$ cat src/copper_pkg.sv
// copper opcodes, instruction views and union, bank fill constants
package copper_pkg;

    // 2-bit opcode, sits at bits [17:16] of every instruction
    typedef enum logic [1:0] {
        OP_WAIT = 2'd0,
        OP_MOVE = 2'd1,
        // reserved code, the engine treats it as end of program
        OP_RSVD = 2'd2,
        OP_END  = 2'd3
    } cop_op_e;

    // wait view: hold until the beam passes line v_pos, pixel h_pos
    typedef struct packed {
        // target line, zero extended against v_count
        logic [13:0] v_pos;
        cop_op_e     op;
        // target pixel
        logic [15:0] h_pos;
    } cop_wait_t;

    // move view: one register write of data to reg_addr
    typedef struct packed {
        // only the low REG_AW bits leave the engine
        logic [13:0] reg_addr;
        cop_op_e     op;
        logic [15:0] data;
    } cop_move_t;

    // one 32-bit instruction word
    // upper half from the odd bank, lower half from the even bank
    // op lands on the same bits in both views
    typedef union packed {
        cop_wait_t w;
        cop_move_t m;
    } cop_instr_u;

    // power-up bank contents
    // odd word 16'h0003 puts OP_END in the op field, even word is don't care
    localparam logic [15:0] EVEN_FILL = 16'h0000;
    localparam logic [15:0] ODD_FILL  = 16'h0003;

endpackage

$ cat src/copper_engine.sv
// fetch, decode and execute FSM joining bank words into register writes
`timescale 1ns/1ns

module copper_engine #(
    parameter int ADDR_W = 10,
    // must not exceed the 14-bit reg_addr field
    parameter int REG_AW = 8
) (
    input  logic              clk,
    input  logic              rst_n_i,
    input  logic              frame_start_i,
    input  logic [15:0]       h_count_i,
    input  logic [15:0]       v_count_i,
    output logic              fetch_en_o,
    output logic [ADDR_W-1:0] fetch_addr_o,
    input  logic [15:0]       even_word_i,
    input  logic [15:0]       odd_word_i,
    output logic              reg_wr_o,
    output logic [REG_AW-1:0] reg_addr_o,
    output logic [15:0]       reg_data_o,
    output logic              busy_o
);

    // engine states
    localparam logic [2:0] ST_IDLE   = 3'd0;
    localparam logic [2:0] ST_FETCH  = 3'd1;
    localparam logic [2:0] ST_DECODE = 3'd2;
    localparam logic [2:0] ST_WAIT   = 3'd3;
    localparam logic [2:0] ST_EXEC   = 3'd4;

    logic [2:0]             state_q;
    // index of the instruction being worked on
    logic [ADDR_W-1:0]      index_q;
    copper_pkg::cop_instr_u instr;
    logic                   beam_reached;
    logic                   index_last;
    logic [2:0]             state_adv;

    // bank outputs only change after a fetch, so the joined word
    // stays stable through DECODE, WAIT and EXEC
    assign instr = {odd_word_i, even_word_i};

    // beam is past the target line or on it at or past the target pixel
    assign beam_reached = (v_count_i > {2'b00, instr.w.v_pos}) ||
                          ((v_count_i == {2'b00, instr.w.v_pos}) &&
                           (h_count_i >= instr.w.h_pos));

    // running off the end of memory acts like END
    assign index_last = &index_q;
    assign state_adv  = index_last ? ST_IDLE : ST_FETCH;

    // both banks read the same instruction slot
    assign fetch_addr_o = index_q;

    always_ff @(posedge clk) begin
        if (!rst_n_i) begin
            state_q    <= ST_IDLE;
            index_q    <= '0;
            reg_wr_o   <= 1'b0;
            fetch_en_o <= 1'b0;
            busy_o     <= 1'b0;
        end else begin
            // strobes are one cycle wide
            reg_wr_o   <= 1'b0;
            fetch_en_o <= 1'b0;
            if (frame_start_i) begin
                // restart from the top from any state
                // a move in EXEC is dropped
                state_q    <= ST_FETCH;
                index_q    <= '0;
                fetch_en_o <= 1'b1;
                busy_o     <= 1'b1;
            end else begin
                case (state_q)
                    ST_FETCH: begin
                        // bank words arrive on the next edge
                        state_q <= ST_DECODE;
                    end
                    ST_DECODE: begin
                        case (instr.w.op)
                            copper_pkg::OP_WAIT: state_q <= ST_WAIT;
                            copper_pkg::OP_MOVE: state_q <= ST_EXEC;
                            // END and the reserved code both halt
                            default: begin
                                state_q <= ST_IDLE;
                                busy_o  <= 1'b0;
                            end
                        endcase
                    end
                    ST_WAIT: begin
                        if (beam_reached) begin
                            state_q    <= state_adv;
                            index_q    <= index_q + 1'b1;
                            fetch_en_o <= !index_last;
                            busy_o     <= !index_last;
                        end
                    end
                    ST_EXEC: begin
                        reg_wr_o   <= 1'b1;
                        state_q    <= state_adv;
                        index_q    <= index_q + 1'b1;
                        fetch_en_o <= !index_last;
                    end
                    default: begin
                        // idle until the next frame start
                        // busy stays up through the strobe of a final move
                        state_q <= ST_IDLE;
                        busy_o  <= 1'b0;
                    end
                endcase
            end
        end
    end

    // move payload taken from the move view together with the strobe
    always_ff @(posedge clk) begin
        if (state_q == ST_EXEC) begin
            reg_addr_o <= instr.m.reg_addr[REG_AW-1:0];
            reg_data_o <= instr.m.data;
        end
    end

    // each move gives one strobe and never two in a row
    a_reg_wr_single : assert property (@(posedge clk) disable iff (!rst_n_i)
        reg_wr_o |=> !reg_wr_o);

    // no register write outside a program run
    a_reg_wr_busy : assert property (@(posedge clk) disable iff (!rst_n_i)
        !(reg_wr_o && !busy_o));

    // memory is left alone while idle
    a_idle_no_fetch : assert property (@(posedge clk) disable iff (!rst_n_i)
        (state_q == ST_IDLE) |-> !fetch_en_o);

endmodule

$ cat config.mk
export PLATFORM = sky130hd
export DESIGN_NAME = copper_engine
export DESIGN_NICKNAME = d
export VERILOG_FILES = /design/src/copper_pkg.sv /design/src/copper_engine.sv
export SDC_FILE = /design/constraint.sdc
export NUM_CORES = 1
export LEC_CHECK = 0
export CORE_AREA = 2 2 71 73
export CTS_BUF_LIST = sky130_fd_sc_hd__clkbuf_4
export CTS_CLUSTER_DIAMETER = 100
export DETAILED_ROUTE_END_ITERATION = 8
export DIE_AREA = 0 0 73 75
export DONT_BUFFER_PORTS = 1
export PLACE_DENSITY = 0.74
export SYNTH_ARGS = -nofsm -noshare
export SYNTH_HDL_FRONTEND = slang
export SYNTH_SLANG_ARGS = --single-unit
$ cat constraint.sdc
create_clock -name clk -period 2.3 [get_ports clk]
set_input_delay 0 -clock clk [delete_from_list [all_inputs] [get_ports clk]]
set_output_delay 0 -clock clk [all_outputs]
set_load 0.03 [all_outputs]
After elaboration in Yosys (flattened, before gate mapping)
Cells that the tools add are included.
Widths: inputs -> output; s select.
{"block": "word_totals", "register_bits": 40, "in_bits": 67, "out_inout_bits": 37, "word_cells": 48}
{"block": "classes", "add_sub_neg": 1, "n_lt_le_gt_ge": 2, "eq_ne": 10, "n_mux": 15, "n_bitwise": 1, "reduce_logical": 11}
{"op": "$pmux 10 s2", "n": 1}
{"op": "$eq 16x14->1", "n": 1}
{"op": "$ge 16x16->1", "n": 1}
{"op": "$gt 16x14->1", "n": 1}
{"op": "$pmux 3 s4", "n": 1}
{"op": "$add 10x1->10 const B", "n": 1}
{"op": "$mux 10", "n": 1}
{"op": "$reduce_and 10->1", "n": 1}
{"op": "$mux 1", "n": 8}
{"op": "$eq 3x2->1 const B", "n": 2}
{"op": "$ne 3x3->1 const B", "n": 2}
{"op": "$pmux 3 s2", "n": 1}
{"op": "$reduce_or 2->1", "n": 3}
{"op": "$eq 3x1->1 const B", "n": 1}
{"op": "$eq 3x3->1 const B", "n": 1}
{"op": "$mux 3", "n": 1}
{"op": "$pmux 1 s3", "n": 1}
{"op": "$reduce_and 3->1", "n": 1}
{"op": "$eq 2x1->1 const B", "n": 1}
{"op": "$logic_not 2->1", "n": 1}
{"op": "$ne 2x1->1 const B", "n": 1}
{"op": "$ne 2x2->1 const B", "n": 1}
{"op": "$pmux 1 s2", "n": 1}
{"op": "$reduce_and 2->1", "n": 1}
{"op": "5 further kinds", "n": 5}

Depth between registers and ports, before layout
{"block": "depth", "ltp_word": 6, "mapped_depth": 10, "ltp_nobuf": 9}

Worst setup path after synthesis
No wires, ideal clock.
{"block": "synth_path", "kind": "register to register", "from": "reg state_q[0]", "to": "reg index_q[9], in the netlist fetch_addr_o[9]", "setup_time_ps": 71, "t_arrival_ps": 2230, "t_required_ps": 2229, "slack_ps": -1, "stages_incl_launch_ff": 10, "path_buffers": 1, "synth_period_minus_slack_ps": 2301, "cell_sequence": "dfxtp_1 > clkbuf_1 > nor2_1 > nand2_1 > inv_1 > a21oi_1 > a41oi_2 > nand2_2 > or4_1 > a21oi_1"}
{"block": "synth_between", "elab_chain_len": 3, "elab_cells_between_ends": 6, "cone_classes": "eq/ne (3); mux (1); reduce/logical (2)"}
{"item": "start: declaration", "line_no": "copper_engine.sv:31", "rtl": "logic [2:0] state_q;"}
{"item": "start signal: assignment", "line_no": "copper_engine.sv:92", "rtl": "state_q <= state_adv;"}
{"item": "start signal: assignment", "line_no": "copper_engine.sv:100", "rtl": "state_q <= state_adv;"}
{"item": "$eq 3x2->1 / $eq 3x3->1 (equally long branches)", "line_no": "copper_engine.sv:74", "rtl": "case (state_q)"}
{"item": "$ne 2x2->1 (no line) / $reduce_bool 2->1 (equally long branches)"}
{"item": "$reduce_and 2->1 (no line)"}
{"item": "end signal: assignment", "line_no": "copper_engine.sv:93", "rtl": "index_q <= index_q + 1'b1;"}
{"item": "end signal: assignment", "line_no": "copper_engine.sv:101", "rtl": "index_q <= index_q + 1'b1;"}
{"item": "end: declaration", "line_no": "copper_engine.sv:33", "rtl": "logic [ADDR_W-1:0] index_q;"}
Several ways; a longest one is shown, not always the timed one.
A chain may end at the register's enable or synchronous reset.

Worst setup path after layout
{"block": "layout_path", "from": "in odd_word_i[13]", "to": "reg index_q[3], in the netlist fetch_addr_o[3]"}
{"block": "layout_between", "elab_chain_len": 5, "elab_cells_between_ends": 6, "cone_classes": "order compare (1); eq/ne (2); reduce/logical (3)"}
{"item": "start: declaration", "line_no": "copper_engine.sv:17", "rtl": "input logic [15:0] odd_word_i,"}
{"item": "parallel branches: the longest is 2 deep, another holds $gt 16x14->1"}
{"item": "$logic_or 1x1->1 (*)", "line_no": "copper_engine.sv:44", "rtl": "assign beam_reached = (v_count_i > {2'b00, instr.w.v_pos}) ||"}
{"item": "$ne 2x2->1 (no line) (*)"}
{"item": "$reduce_and 2->1 (no line) (*)"}
Mark *: on every way between the ends.

==> results by stage <==
Route:
- The number of iterations in the first detailed-routing pass is 4.
- The initial DRC count is 53.
- For this block, the routed nets add up to 4.82 mm of wire.
- The final antenna-violating net count is 0.
- The via count is between 1500 and 2000.
- In the routed design, unresolved DRC markers number 0.
- The routed length per instance is 14.8 µm.
- The routed via count divided by cell count is 5.47.

Layout:
- Counting the fill cells in the layout gives 391.
- After routing the design area is 2770 µm².
- The sequential cells in the finished layout cover a total of roughly 1000 µm².
- The number of inserted diodes is 0.
- Leaving out fill and tap cells, the most frequent cell in the layout is sky130_fd_sc_hd__inv_1.
- Compared with the post-synthesis result, the final layout area differs by 22.8%.
- The multi-input combinational cells in the finished layout cover a total of about 1100 µm².
- The ratio of cells with drive above 1 in the final layout is 0.0809.
- Once layout is complete, the cells apart from fillers number 326.
- In the layout the commonest cells are sky130_fd_sc_hd__inv_1 (32), sky130_fd_sc_hd__ha_1 (31), sky130_fd_sc_hd__dlygate4sd3_1 (30), sky130_fd_sc_hd__edfxtp_1 (24), sky130_fd_sc_hd__a21oi_1 (18).
- At the end of the flow, the number of nets in the layout was approximately 370.

Critical path:
- Data on the critical path arrives at its endpoint at approximately 2.2 ns.
- Of all nets on the critical path, the largest fanout is 3.
- The start-to-end type of the worst setup path is in2reg.
- The category of the worst setup path capture point is a flip-flop.
- Data on the critical path is required at its endpoint by 2.53 ns.
- The worst setup path is launched from an input pin.

Power and ir drop:
- The static power due to leakage is 1.18 nW.
- The ratio of total power to cell area is between 500 and 600 nW/µm².
- The total power consumption of the routed design is ~0.0014 W.
- Across the VDD grid, the largest voltage drop is 0.000408 V.

Global routing:
- Entering global routing, the biggest net connects 25 pins.
- The total congestion overflow after global routing is 0.
- The first-pass GRT wire length is between 7 and 8 mm.
- The number of global-route vias before repair is 1730.
- The number of antenna violations at the first check in global routing was 0.
- The global-route usage over all layers is 0.182.

Timing:
- Between clock sinks in the finished design, the worst skew comes to 0.0121 ns.
- Across all hold checks on the routed design, the worst slack comes to 0.0620 ns.
- The post-route minimum period is 1.96 ns.
- The worst max-slew margin expressed relative to the limit is 0.655.
- The least setup slack across all paths after layout is 0.343 ns.
- The count of final max-slew check failures came to 0.
- The ratio of final minimum period to clock period is 0.851.
- For the pin with the worst max-slew slack, the measured transition is 0.504 ns.
- Setup violations remaining at the end of the flow were counted as 0.
- Setup repair after global routing left no endpoint under its margin.
- The maximum clock frequency is 511 MHz.
- The final count of hold timing violations is 0.

Clock network:
- TritonCTS built the clock tree.
- In this run, CTS created clock tree buffers numbering 5.
- The clock reaches the later pin of the worst-skew pair after about 0.35 ns.
- The number of H-tree levels is 2.
- The number of buffers added for setup after CTS is 0.
- The maximum clock path buffer count is 2.
- After clock tree synthesis, the clock-pin slew on the worst setup and hold paths is 0.12 ns.
- The number of sinks driven by the clock tree is 40.
- The tree is rooted in a sky130_fd_sc_hd__clkbuf_4.

Run status:
- The run finished with clean final reports.

Floorplanning:
- For this configuration, the core starts out at a cell density of 0.483.
- The horizontal extent of the die is between 70 and 80 µm.
- The placement row count is 25.
- The die covers 5480 µm².
- The boundary pin count is between 100 and 150.
- The floorplan step set the die height to 75 µm.
- The placeable core region is 4660 µm².

Yosys:
- The net count after synthesis is 324.
- In the synthesized netlist, the number of instances is 226.
- The synthesized area divided by synthesized cell count is about 10 µm².
- The most frequently used flop master after synthesis is sky130_fd_sc_hd__edfxtp_1.
- After synthesis, the cell types taking the most area are sky130_fd_sc_hd__edfxtp_1 (32%), sky130_fd_sc_hd__ha_1 (17%), sky130_fd_sc_hd__dfxtp_1 (14%), sky130_fd_sc_hd__inv_1 (5.5%), sky130_fd_sc_hd__a21oi_1 (4.0%).
- Synthesis inferred 40 register bits.
- The share of the yosys chip area belonging to registers is 0.462.
- The cell taking the most area after synthesis is sky130_fd_sc_hd__edfxtp_1.
- In the synthesized netlist the async set-or-reset flop fraction comes to 0.
- The share of Yosys cell area claimed by the top area cell type is 0.320.
- For this run, the number of Yosys warnings is 0.
- The distinct cell type count of the synthesized netlist is 38.
- The area of the mapped netlist is ~2300 µm².
- The count of flip-flops with a built-in enable after synthesis is 24.

Placement:
- Summed over all nets, the half-perimeter wirelength after detailed placement is about 3.6 mm.
- Input and output buffers added on the ports amount to 0.
- The final estimated routing congestion in global placement is between 0.8 and 0.9.
- The number of placed instances, taps included, is 288.
- At the placement stage, the worst setup path has a slack of -0.0854 ns.
- In this run the cell area measured after placement is approximately 2400 µm².

Hold path:
- The min-delay analysis places its worst path in the category in2reg.

Run:
- The max-capacitance violation count is 0.
## through the flow
stage / utilization / TNS [ns]
global placement: 0.513 / 0
CTS: 0.594 / 0
global route: 0.594 / 0
finish: 0.594 / 0
floorplan: - / 0
detailed placement: 0.513 / -0.418
## routing by layer
metal / vias to the layer above / routed length, µm / track usage
met5: - / 0 / 0
met4: 0 / 71 / 0.0576
met3: 8 / 366 / 0.0629
met2: 68 / 2430 / 0.323
met1: 809 / 1950 / 0.206
li1: 898 / - / -
## critical path, stage by stage
cell and delay [ns]:
sky130_fd_sc_hd__inv_1 0.02, sky130_fd_sc_hd__ha_1 0.30, sky130_fd_sc_hd__nand4_1 0.13, sky130_fd_sc_hd__or4_1 0.57, sky130_fd_sc_hd__a2111oi_0 0.36, sky130_fd_sc_hd__buf_4 0.19, sky130_fd_sc_hd__nand4_1 0.14, sky130_fd_sc_hd__buf_4 0.18
sky130_fd_sc_hd__nand3_1 0.09, sky130_fd_sc_hd__xor2_1 0.16, sky130_fd_sc_hd__nor2_1 0.05
## area by class of cell
class                      instances  share of cell area
clock buffer                       5              0.0136
clock inverter                     3              0.0136
inverter                          33              0.0461
multi-input combinational        150               0.388
sequential                        40               0.376
tap                               54              0.0244
timing repair buffer              41               0.138
## kinds of logic (layout without fill, tap and decap cells)
group / Yosys count / in the layout / share of synthesized area
flops: 40 / 40 / 0.462
fa+ha+maj: 31 / 31 / 0.172
simple gates: 67 / 67 / 0.149
mux: 2 / 2 / 0.00889
compound gates: 46 / 46 / 0.131
xor+xnor: 4 / 4 / 0.0156
buf+inv: 36 / 82 / 0.0617
## cells in the mapped netlist (all sizes together), types with 3 or more instances
| master | n |
|---|---|
| dfxtp | 16 |
| nor2 | 13 |
| o21ai | 9 |
| inv | 33 |
| nand2b | 5 |
| or3 | 3 |
| nand4 | 5 |
| nand2 | 18 |
| ha | 31 |
| nor3 | 3 |
| nand3 | 10 |
| and3 | 3 |
| xor2 | 3 |
| edfxtp | 24 |
| a21oi | 18 |
| o21a | 4 |
## flip-flops by register name, indices dropped and copies added (netlist names)
name / flops
busy_o: 1
fetch_addr_o: 10
fetch_en_o: 1
reg_addr_o: 8
reg_data_o: 16
reg_wr_o: 1
state_q: 3
## repair_timing
item,4_1_cts,5_1_grt
hold endpoints to repair,31,0
gates resized for setup,0,0
hold buffers,30,0
## final timing paths
path / from / end / slack [ns] / cells past startpoint
max: odd_word_i[13] / fetch_addr_o[3] / 0.34 / 11
min reg2reg: state_q[2] / state_q[1] / 0.51 / 1
min: rst_n_i / fetch_addr_o[4] / 0.06 / 2
max reg2reg: state_q[1] / fetch_addr_o[5] / 0.36 / 7
## power by group
part	internal, W	total [W]	switching, W
logic	0.0000946	0.000172	0.0000779
clock network	0.000222	0.000445	0.000223
registers	0.000762	0.000773	0.0000106
(Power assumes the default switching activity.)
